<file path="src/common/pbch_pkg.sv">
`default_nettype none

package pbch_pkg;

    // sample format, real part in the low half and imaginary part in the high half
    localparam int IQ_DW = 32;
    localparam int CELL_ID_DW = 10;
    localparam int IBAR_DW = 3;
    localparam int NUM_IBAR = 8;

    // gold sequence generator
    localparam int LFSR_N = 31;
    localparam int GOLD_NC = 1600;
    localparam int GOLD_STEP_DW = 11;

    // PBCH symbol layout
    localparam int SYMBOL_LEN = 240;
    localparam int SC_IDX_DW = 8;
    localparam int PILOT_SPACING = 4;
    localparam int PILOT_OFS_DW = $clog2(PILOT_SPACING);
    localparam int NUM_PILOTS = 60;
    localparam int PILOT_IDX_DW = 6;

    // two gold bits per pilot pair
    localparam int PILOT_BITS = 2 * NUM_PILOTS;
    localparam int BIT_IDX_DW = 7;

    // correlation sums stay within +-120
    localparam int CORR_DW = 8;
    localparam int METRIC_DW = 7;

    typedef logic [IQ_DW-1:0] sample_t;
    typedef logic signed [CORR_DW-1:0] corr_t;
    typedef logic [PILOT_IDX_DW-1:0] pilot_idx_t;
    typedef logic [IBAR_DW-1:0] ibar_t;
    typedef logic [CELL_ID_DW-1:0] cell_id_t;

endpackage

`default_nettype wire

</file>
<file path="src/dmrs_gen/gold_seq_gen.sv">
`timescale 1ns/1ns
`default_nettype none

module gold_seq_gen
    import pbch_pkg::*;
(
    input  wire                     clk_i,
    input  wire                     reset_ni,
    input  wire cell_id_t           cell_id_i,
    input  wire                     cell_id_valid_i,
    input  wire                     load_i,
    output logic [NUM_IBAR-1:0]     gold_bits_o,
    output logic [PILOT_OFS_DW-1:0] pilot_offset_o
);

    // x1 is the same for every candidate
    logic [LFSR_N-1:0] x1_q;

    // floor(N/4) + 1
    logic [LFSR_N-1:0] n_quarter;

    assign n_quarter = LFSR_N'(cell_id_i[CELL_ID_DW-1:2]) + 1'b1;

    always_ff @(posedge clk_i) begin
        if (!reset_ni) begin
            x1_q           <= LFSR_N'(1);
            pilot_offset_o <= '0;
        end else begin
            if (cell_id_valid_i) begin
                pilot_offset_o <= cell_id_i[PILOT_OFS_DW-1:0];
            end
            if (load_i) begin
                x1_q <= LFSR_N'(1);
            end else begin
                x1_q <= {x1_q[3] ^ x1_q[0], x1_q[LFSR_N-1:1]};
            end
        end
    end

    for (genvar gi = 0; gi < NUM_IBAR; gi++) begin : g_x2
        localparam logic [LFSR_N-1:0] IBAR_P1 = LFSR_N'(gi + 1);

        logic [LFSR_N-1:0] c_init_q;
        logic [LFSR_N-1:0] x2_q;

        // c_init = 2^11 (ibar+1)(floor(N/4)+1) + 2^6 (ibar+1) + N mod 4
        always_ff @(posedge clk_i) begin
            if (cell_id_valid_i) begin
                c_init_q <= ((IBAR_P1 * n_quarter) << 11) + (IBAR_P1 << 6)
                            + LFSR_N'(cell_id_i[1:0]);
            end
        end

        always_ff @(posedge clk_i) begin
            if (!reset_ni) begin
                x2_q <= '0;
            end else if (load_i) begin
                x2_q <= c_init_q;
            end else begin
                x2_q <= {x2_q[3] ^ x2_q[2] ^ x2_q[1] ^ x2_q[0], x2_q[LFSR_N-1:1]};
            end
        end

        assign gold_bits_o[gi] = x1_q[0] ^ x2_q[0];
    end

endmodule

`default_nettype wire

</file>
<file path="src/dmrs_gen/dmrs_gen_fsm.sv">
`timescale 1ns/1ns
`default_nettype none

module dmrs_gen_fsm
    import pbch_pkg::*;
(
    input  wire                   clk_i,
    input  wire                   reset_ni,
    input  wire                   cell_id_valid_i,
    output logic                  lfsr_load_o,
    output logic                  store_en_o,
    output logic [BIT_IDX_DW-1:0] bit_idx_o,
    output logic                  dmrs_ready_o
);

    typedef enum logic [2:0] {
        ST_IDLE,
        ST_LOAD,
        ST_SKIP,
        ST_STORE,
        ST_DONE
    } gen_state_t;

    gen_state_t state_q;

    // shared by the skip and the store phase
    logic [GOLD_STEP_DW-1:0] step_q;

    assign lfsr_load_o = (state_q == ST_LOAD);
    assign store_en_o  = (state_q == ST_STORE);
    assign bit_idx_o   = step_q[BIT_IDX_DW-1:0];

    always_ff @(posedge clk_i) begin
        if (!reset_ni) begin
            state_q      <= ST_IDLE;
            step_q       <= '0;
            dmrs_ready_o <= 1'b0;
        end else begin
            // ready follows the done state by one cycle, a new cell id drops it at once
            dmrs_ready_o <= (state_q == ST_DONE) && !cell_id_valid_i;
            if (cell_id_valid_i) begin
                state_q <= ST_LOAD;
                step_q  <= '0;
            end else begin
                case (state_q)
                    ST_LOAD: begin
                        state_q <= ST_SKIP;
                        step_q  <= '0;
                    end
                    ST_SKIP: begin
                        // lfsr output in this cycle is x(step_q)
                        if (step_q == GOLD_STEP_DW'(GOLD_NC - 1)) begin
                            state_q <= ST_STORE;
                            step_q  <= '0;
                        end else begin
                            step_q <= step_q + 1'b1;
                        end
                    end
                    ST_STORE: begin
                        if (step_q == GOLD_STEP_DW'(PILOT_BITS - 1)) begin
                            state_q <= ST_DONE;
                        end else begin
                            step_q <= step_q + 1'b1;
                        end
                    end
                    default: begin
                        state_q <= state_q;
                    end
                endcase
            end
        end
    end

endmodule

`default_nettype wire

</file>
<file path="src/ibar_detect/sc_counter.sv">
`timescale 1ns/1ns
`default_nettype none

module sc_counter
    import pbch_pkg::*;
(
    input  wire                     clk_i,
    input  wire                     reset_ni,
    input  wire                     clear_i,
    input  wire                     iq_valid_i,
    input  wire [PILOT_OFS_DW-1:0]  pilot_offset_i,
    output logic                    active_o,
    output logic                    pilot_o,
    output pilot_idx_t              pilot_idx_o,
    output logic                    symbol_done_o
);

    logic [SC_IDX_DW-1:0] sc_cnt_q;
    logic [SC_IDX_DW-1:0] sc_rel;
    pilot_idx_t           pilot_cnt_q;
    logic                 sample_en;
    logic                 is_pilot;
    logic                 last_sample;

    assign sample_en   = active_o && iq_valid_i;
    assign sc_rel      = sc_cnt_q - SC_IDX_DW'(pilot_offset_i);
    assign is_pilot    = (sc_rel % PILOT_SPACING) == 0;
    assign last_sample = (sc_cnt_q == SC_IDX_DW'(SYMBOL_LEN - 1));

    always_ff @(posedge clk_i) begin
        if (!reset_ni) begin
            active_o      <= 1'b0;
            sc_cnt_q      <= '0;
            pilot_cnt_q   <= '0;
            pilot_idx_o   <= '0;
            pilot_o       <= 1'b0;
            symbol_done_o <= 1'b0;
        end else begin
            // strobes line up with the sample register in the correlator
            pilot_o       <= sample_en && is_pilot && !clear_i;
            symbol_done_o <= sample_en && last_sample && !clear_i;
            if (clear_i) begin
                active_o    <= 1'b1;
                sc_cnt_q    <= '0;
                pilot_cnt_q <= '0;
            end else if (sample_en) begin
                sc_cnt_q <= sc_cnt_q + 1'b1;
                if (is_pilot) begin
                    pilot_idx_o <= pilot_cnt_q;
                    pilot_cnt_q <= pilot_cnt_q + 1'b1;
                end
                if (last_sample) begin
                    active_o <= 1'b0;
                end
            end
        end
    end

endmodule

`default_nettype wire

</file>
<file path="src/ibar_detect/dmrs_correlator.sv">
`timescale 1ns/1ns
`default_nettype none

module dmrs_correlator
    import pbch_pkg::*;
(
    input  wire                    clk_i,
    input  wire                    reset_ni,
    input  wire                    store_en_i,
    input  wire [BIT_IDX_DW-1:0]   bit_idx_i,
    input  wire [NUM_IBAR-1:0]     gold_bits_i,
    input  wire                    clear_i,
    input  wire sample_t           iq_data_i,
    input  wire                    pilot_i,
    input  wire pilot_idx_t        pilot_idx_i,
    input  wire ibar_t             sel_i,
    output logic [METRIC_DW-1:0]   metric_o
);

    // reference pilots, one bit per candidate in each word
    logic [NUM_IBAR-1:0] ref_hi_mem [NUM_PILOTS];
    logic [NUM_IBAR-1:0] ref_lo_mem [NUM_PILOTS];

    sample_t             sample_q;
    logic [NUM_IBAR-1:0] ref_hi;
    logic [NUM_IBAR-1:0] ref_lo;
    logic [1:0]          rx_bits;
    logic [1:0]          rx_bits_rot;
    corr_t               corr_q [NUM_IBAR];
    corr_t               corr_rot_q [NUM_IBAR];
    logic [METRIC_DW-1:0] mag_norm;
    logic [METRIC_DW-1:0] mag_rot;

    // +1 per matching bit, -1 per mismatch
    function automatic corr_t pair_score(input logic [1:0] ref_bits, input logic [1:0] rx);
        corr_t score;
        score = '0;
        score = (ref_bits[1] == rx[1]) ? score + corr_t'(1) : score - corr_t'(1);
        score = (ref_bits[0] == rx[0]) ? score + corr_t'(1) : score - corr_t'(1);
        return score;
    endfunction

    function automatic logic [METRIC_DW-1:0] abs_corr(input corr_t value);
        corr_t mag;
        mag = value[CORR_DW-1] ? -value : value;
        return mag[METRIC_DW-1:0];
    endfunction

    // even bit index is c(2m), odd is c(2m+1)
    always_ff @(posedge clk_i) begin
        if (store_en_i) begin
            if (bit_idx_i[0]) begin
                ref_lo_mem[bit_idx_i[BIT_IDX_DW-1:1]] <= gold_bits_i;
            end else begin
                ref_hi_mem[bit_idx_i[BIT_IDX_DW-1:1]] <= gold_bits_i;
            end
        end
    end

    always_ff @(posedge clk_i) begin
        sample_q <= iq_data_i;
    end

    assign ref_hi = ref_hi_mem[pilot_idx_i];
    assign ref_lo = ref_lo_mem[pilot_idx_i];

    // hard QPSK decision, plain and turned by 90 degrees
    assign rx_bits     = {sample_q[IQ_DW/2-1], sample_q[IQ_DW-1]};
    assign rx_bits_rot = {~sample_q[IQ_DW-1], sample_q[IQ_DW/2-1]};

    always_ff @(posedge clk_i) begin
        if (!reset_ni || clear_i) begin
            for (int i = 0; i < NUM_IBAR; i++) begin
                corr_q[i]     <= '0;
                corr_rot_q[i] <= '0;
            end
        end else if (pilot_i) begin
            for (int i = 0; i < NUM_IBAR; i++) begin
                corr_q[i]     <= corr_q[i] + pair_score({ref_hi[i], ref_lo[i]}, rx_bits);
                corr_rot_q[i] <= corr_rot_q[i] + pair_score({ref_hi[i], ref_lo[i]}, rx_bits_rot);
            end
        end
    end

    assign mag_norm = abs_corr(corr_q[sel_i]);
    assign mag_rot  = abs_corr(corr_rot_q[sel_i]);
    assign metric_o = (mag_rot > mag_norm) ? mag_rot : mag_norm;

endmodule

`default_nettype wire

</file>
<file path="src/ibar_detect/ibar_detect_fsm.sv">
`timescale 1ns/1ns
`default_nettype none

module ibar_detect_fsm
    import pbch_pkg::*;
(
    input  wire                  clk_i,
    input  wire                  reset_ni,
    input  wire                  pbch_start_i,
    input  wire                  dmrs_ready_i,
    input  wire                  symbol_done_i,
    input  wire [METRIC_DW-1:0]  metric_i,
    output logic                 sc_clear_o,
    output ibar_t                sel_o,
    output ibar_t                ibar_ssb_o,
    output logic                 ibar_valid_o
);

    typedef enum logic [1:0] {
        ST_IDLE,
        ST_CAPTURE,
        ST_SEARCH,
        ST_REPORT
    } det_state_t;

    det_state_t           state_q;
    logic [METRIC_DW-1:0] best_metric_q;
    ibar_t                best_idx_q;

    // start pulses outside idle or before the pilots exist are dropped
    assign sc_clear_o = (state_q == ST_IDLE) && pbch_start_i && dmrs_ready_i;

    always_ff @(posedge clk_i) begin
        if (!reset_ni) begin
            state_q       <= ST_IDLE;
            sel_o         <= '0;
            best_metric_q <= '0;
            best_idx_q    <= '0;
            ibar_ssb_o    <= '0;
            ibar_valid_o  <= 1'b0;
        end else begin
            ibar_valid_o <= 1'b0;
            if (state_q != ST_IDLE && !dmrs_ready_i) begin
                // pilots are being rebuilt for a new cell
                state_q <= ST_IDLE;
            end else begin
                case (state_q)
                    ST_IDLE: begin
                        if (sc_clear_o) begin
                            state_q <= ST_CAPTURE;
                        end
                    end
                    ST_CAPTURE: begin
                        if (symbol_done_i) begin
                            state_q       <= ST_SEARCH;
                            sel_o         <= '0;
                            best_metric_q <= '0;
                            best_idx_q    <= '0;
                        end
                    end
                    ST_SEARCH: begin
                        // strict compare keeps the lowest ibar on a tie
                        if (metric_i > best_metric_q) begin
                            best_metric_q <= metric_i;
                            best_idx_q    <= sel_o;
                        end
                        if (sel_o == ibar_t'(NUM_IBAR - 1)) begin
                            state_q <= ST_REPORT;
                        end else begin
                            sel_o <= sel_o + 1'b1;
                        end
                    end
                    default: begin
                        ibar_ssb_o   <= best_idx_q;
                        ibar_valid_o <= 1'b1;
                        state_q      <= ST_IDLE;
                    end
                endcase
            end
        end
    end

endmodule

`default_nettype wire

</file>
<file path="src/hdl/pbch_dmrs_detector.sv">
`timescale 1ns/1ns
`default_nettype none

module pbch_dmrs_detector
    import pbch_pkg::*;
(
    input  wire            clk_i,
    input  wire            reset_ni,
    input  wire cell_id_t  cell_id_i,
    input  wire            cell_id_valid_i,
    input  wire sample_t   iq_data_i,
    input  wire            iq_valid_i,
    input  wire            pbch_start_i,
    output logic           dmrs_ready_o,
    output ibar_t          ibar_ssb_o,
    output logic           ibar_valid_o
);

    logic                    lfsr_load;
    logic                    store_en;
    logic [BIT_IDX_DW-1:0]   bit_idx;
    logic [NUM_IBAR-1:0]     gold_bits;
    logic [PILOT_OFS_DW-1:0] pilot_offset;
    logic                    sc_clear;
    logic                    pilot;
    pilot_idx_t              pilot_idx;
    logic                    symbol_done;
    ibar_t                   sel;
    logic [METRIC_DW-1:0]    metric;

    gold_seq_gen gold_seq_gen_i (
        .clk_i          (clk_i),
        .reset_ni       (reset_ni),
        .cell_id_i      (cell_id_i),
        .cell_id_valid_i(cell_id_valid_i),
        .load_i         (lfsr_load),
        .gold_bits_o    (gold_bits),
        .pilot_offset_o (pilot_offset)
    );

    dmrs_gen_fsm dmrs_gen_fsm_i (
        .clk_i          (clk_i),
        .reset_ni       (reset_ni),
        .cell_id_valid_i(cell_id_valid_i),
        .lfsr_load_o    (lfsr_load),
        .store_en_o     (store_en),
        .bit_idx_o      (bit_idx),
        .dmrs_ready_o   (dmrs_ready_o)
    );

    sc_counter sc_counter_i (
        .clk_i         (clk_i),
        .reset_ni      (reset_ni),
        .clear_i       (sc_clear),
        .iq_valid_i    (iq_valid_i),
        .pilot_offset_i(pilot_offset),
        .active_o      (),
        .pilot_o       (pilot),
        .pilot_idx_o   (pilot_idx),
        .symbol_done_o (symbol_done)
    );

    dmrs_correlator dmrs_correlator_i (
        .clk_i      (clk_i),
        .reset_ni   (reset_ni),
        .store_en_i (store_en),
        .bit_idx_i  (bit_idx),
        .gold_bits_i(gold_bits),
        .clear_i    (sc_clear),
        .iq_data_i  (iq_data_i),
        .pilot_i    (pilot),
        .pilot_idx_i(pilot_idx),
        .sel_i      (sel),
        .metric_o   (metric)
    );

    ibar_detect_fsm ibar_detect_fsm_i (
        .clk_i        (clk_i),
        .reset_ni     (reset_ni),
        .pbch_start_i (pbch_start_i),
        .dmrs_ready_i (dmrs_ready_o),
        .symbol_done_i(symbol_done),
        .metric_i     (metric),
        .sc_clear_o   (sc_clear),
        .sel_o        (sel),
        .ibar_ssb_o   (ibar_ssb_o),
        .ibar_valid_o (ibar_valid_o)
    );

endmodule

`default_nettype wire

</file>
<file path="config.mk">
export PLATFORM = sky130hd
export DESIGN_NAME = pbch_dmrs_detector
export DESIGN_NICKNAME = d
export VERILOG_FILES = /design/src/common/pbch_pkg.sv /design/src/dmrs_gen/gold_seq_gen.sv /design/src/dmrs_gen/dmrs_gen_fsm.sv /design/src/ibar_detect/sc_counter.sv /design/src/ibar_detect/dmrs_correlator.sv /design/src/ibar_detect/ibar_detect_fsm.sv /design/src/hdl/pbch_dmrs_detector.sv
export SDC_FILE = /design/constraint.sdc
export NUM_CORES = 2
export LEC_CHECK = 0
export BUFFER_PORTS_ARGS = -buffer_cell sky130_fd_sc_hd__clkbuf_2
export CORE_MARGIN = 8
export CORE_UTILIZATION = 63
export DETAILED_ROUTE_END_ITERATION = 16
export PLACE_DENSITY_LB_ADDON = 0.1
export SLEW_MARGIN = 40
export SYNTH_ARGS = -nofsm -noshare
export SYNTH_HDL_FRONTEND = slang
export SYNTH_SLANG_ARGS = --single-unit
</file>
<file path="constraint.sdc">
create_clock -name clk_i -period 5.1 [get_ports clk_i]
set_input_delay 0.51 -clock clk_i [delete_from_list [all_inputs] [get_ports clk_i]]
set_output_delay 0.51 -clock clk_i [all_outputs]
set_load 0.02 [all_outputs]
</file>
==> results.cfg <==
[timing]
fmax_ghz = 0.202
finalSetupViolCount = 0
timing.final.crit_share_pct = 97.3
drv_slew = 0
skew_ns = 0.0314
tightest_slew_ns = 0.870
relSlewSlack_pct = 41.8
layout_min_cycle_time_ns = 4.96
finalWorstSetupSlack_ns = 0.138
hold_slack_ns = 0.0715
final_hold_viol_count = 0

[clock_tree]
clk_pin_slew_worst_paths_ns = 0.06
numCtsBuffers = 147
root_buffer = clkbuf_16
cts_tree = built
clock_path_buffers = 3
cts_max_level = 4
cts.sinks = 1461
clkLatencyLatePin_ns = 0.76

[place]
place.gp.congestion = 0.837
port_buffers = 21
post-place-ws_ns = -0.117
dp_hpwl_um = 77500

[worst_setup_path]
crit_buf_inv = 4
crit_type = reg -> reg
crit_end = dmrs_correlator_i.corr_rot_q[4][7]
worst-path-max-fanout = 11
r2r_setup_slack_ns = 0.14
arrival_ns = 5.43
cp_slowest_cell = mux4_2
start_kind = register
crit_path_frequent_cell = mux4_2
path_delay_family = multiplexers
timing.rr.end = dmrs_correlator_i.corr_rot_q[4][7]
critPathRequiredTime_ns = 5.57
reg2reg_depth = 17
cp_cell_sequence = buf_12 -> buf_12 -> buf_4 -> mux4_2 -> mux4_2 -> mux4_2 -> xor2_1 -> ha_1 -> inv_1 -> ha_1 -> fa_1 -> a21o_1 -> a21oi_1 -> o21bai_1 -> a21oi_1 -> xnor2_1 -> nor2_1
cp-end-kind = register
critPathMaxStageDelay_ns = 0.63
crit_cells = 17

[synthesis]
synth_most_common_cell = edfxtp_1
avgSynthCellArea_um2 = 16.5
synth_area_um2 = 59900
yosysSeqAreaShare_pct = 67.4
yosys-top-cells-count = edfxtp_1 (1,113), dfxtp_1 (348), mux4_2 (332)
syn_inst = 3641
synthTopCellsByArea = edfxtp_1 (56%), mux4_2 (12%), dfxtp_1 (12%)
synth_edf_count = 1113
synth_nets = 3883
synth_warnings = 0
yosysTopAreaCellShare_pct = 55.8
ys_ff_latch = 1461
async_flop_share_pct = 0
yosysTopAreaCell = edfxtp_1
yosysUniqueCellTypes = 51
ys.flop_type = edfxtp_1

[die]
io-pin-count = 52
die_w_um = 324
rows = 113
dieArea_um2 = 105000
start_util_pct = 63.4
core_area_um2 = 94600
die_height_um = 324

[drt]
ant_nets = 0
wl_um = 127000
drtIter0Drc = 2721
firstDrtPassIters = 7
viasPerCell = 6.17
vias = 31600
routedWlPerCell_um = 24.9
drc_errors = 0

[run]
cap_violations = 0

[power]
vdd_drop_max_v = 0.000321
p_leak_nw = 23.5
p_per_area_nw_per_um2 = 376

[status]
status = finished, final reports clean

[global_route]
grt_usage_pct = 24.0
grt_first_pass_wirelength_um = 196000
gr-total-overflow = 0
antenna_found_initial = 1
grt_pass1_vias = 32500
grt_max_degree = 157

[cells_and_area]
drive_above_1_share_pct = 19.4
syn_to_final_growth_pct = 12.4
final_nets = 3981
diodes = 0

[min_path]
hp-class = in -> reg
[power by group]
group,internal [mW],total (mW),leakage (nW),switching [mW]
registers,13.1,13.2,12.9,0.0978
logic,0.488,1.34,8.20,0.853
clock network,6.19,10.7,2.35,4.54
total,19.8,25.3,23.5,5.49
[kinds of logic after synthesis]
family | after synthesis | share of synthesized area (%)
DFF | 1461 | 67.4
and+or+nand+nor | 782 | 6.07
muxes | 383 | 13.3
AOI/OAI and AO/OA | 332 | 3.70
buffers and inverters | 274 | 1.98
xor gates and xnor gates | 214 | 3.13
adders and majority gates | 195 | 4.40
[stage by stage]
step                power [mW]  cells  area (um^2)  TNS [ns]  utilization (%)
floorplan                 14.4   3641        59900         0                -
global placement          14.7   4828        61900         0             65.5
detailed placement        14.8   4834        62100    -0.593             65.6
CTS                       25.4   5102        66900         0             70.8
global route              26.1   5119        67300   -0.0910             71.2
finish                    25.3   5119        67300         0             71.2
[layout make-up]
type | instances | area (um^2)
Tap cell | 1265 | 1580
Fill cell | 5763 | 27200
Timing Repair Buffer | 139 | 1560
Multi-Input combinational cell | 1906 | 18700
Clock inverter | 76 | 858
Inverter | 84 | 315
Sequential cell | 1461 | 40400
Clock buffer | 188 | 3960
[how the worst min path moves through the flow]
stage | startpoint | cells after the start | slack, ns | to
final | iq_valid_i | 3 | 0.07 | sc_counter_i.sc_cnt_q[1]
after detailed placement | gold_seq_gen_i.x1_q[1] | 1 | 0.40 | gold_seq_gen_i.x1_q[0]
after global routing | iq_valid_i | 3 | 0.04 | sc_counter_i.sc_cnt_q[1]
after CTS | iq_valid_i | 3 | 0.02 | sc_counter_i.sc_cnt_q[1]
after global placement | gold_seq_gen_i.x1_q[1] | 1 | 0.40 | gold_seq_gen_i.x1_q[0]
after floorplan | gold_seq_gen_i.x1_q[1] | 1 | 0.39 | gold_seq_gen_i.x1_q[0]
[tightest hold or removal path, stage by stage]
cell	delay [ns]
clkbuf_2	0.11
nand3_1	0.08
a21oi_1	0.06
[what timing repair did]
action | in CTS | in global routing
hold buffers | 4 | 0
endpoints found under the hold margin | 4 | 0
cloned | 0 | 5
gates resized for setup | 2 | 22
endpoints found under the setup margin | 9 | 20
buffers inserted | 0 | 11
pin swaps | 0 | 1
[registers in the layout, indices dropped and copies added, names as in the netlist, 3 cells and up, named ones only]
register and cells:
dmrs_correlator_i.ref_hi_mem 480, dmrs_correlator_i.ref_lo_mem 480, gold_seq_gen_i.g_x2.x2_q 248, dmrs_correlator_i.corr_q 56, dmrs_correlator_i.corr_rot_q 56, gold_seq_gen_i.g_x2.c_init_q 41
gold_seq_gen_i.x1_q 31, dmrs_gen_fsm_i.step_q 11, sc_counter_i.sc_cnt_q 8, ibar_detect_fsm_i.best_metric_q 6, sc_counter_i.pilot_cnt_q 6, sc_counter_i.pilot_idx_o 6
dmrs_gen_fsm_i.state_q 3, ibar_detect_fsm_i.best_idx_q 3, ibar_detect_fsm_i.ibar_ssb_o 3, ibar_detect_fsm_i.sel_o 3
[layer usage]
metal | vias to the layer above | global-route usage, % | routed length [um]
met4 | 0 | 7.49 | 3520
met5 | - | 0 | 0
met1 | 16200 | 33.0 | 51900
met3 | 228 | 4.60 | 9410
li1 | 14000 | - | -
met2 | 1138 | 39.1 | 62600
[cells in the final DEF, fill, tap and decap left out, drive strengths merged, types with 3 or more instances in the layout]
cell type       n
edfxtp       1113
nand2         207
nor2b          30
o21ai          40
bufinv         13
ha            169
clkinvlp        4
a31oi           5
and3          193
inv            93
a21boi        108
fa             26
a21o           65
o21bai         17
a21oi          72
mux2i          50
nor3            6
nand2b          8
clkinv         50
nand4           9
nor2          285
mux4          332
clkbuf        214
xnor2         139
buf           109
o21a           15
dfxtp         348
dlygate4sd3     4
or3             4
xor2           75
and2            3
nand3          25
Note: power is estimated with default switching activity, not from simulation.
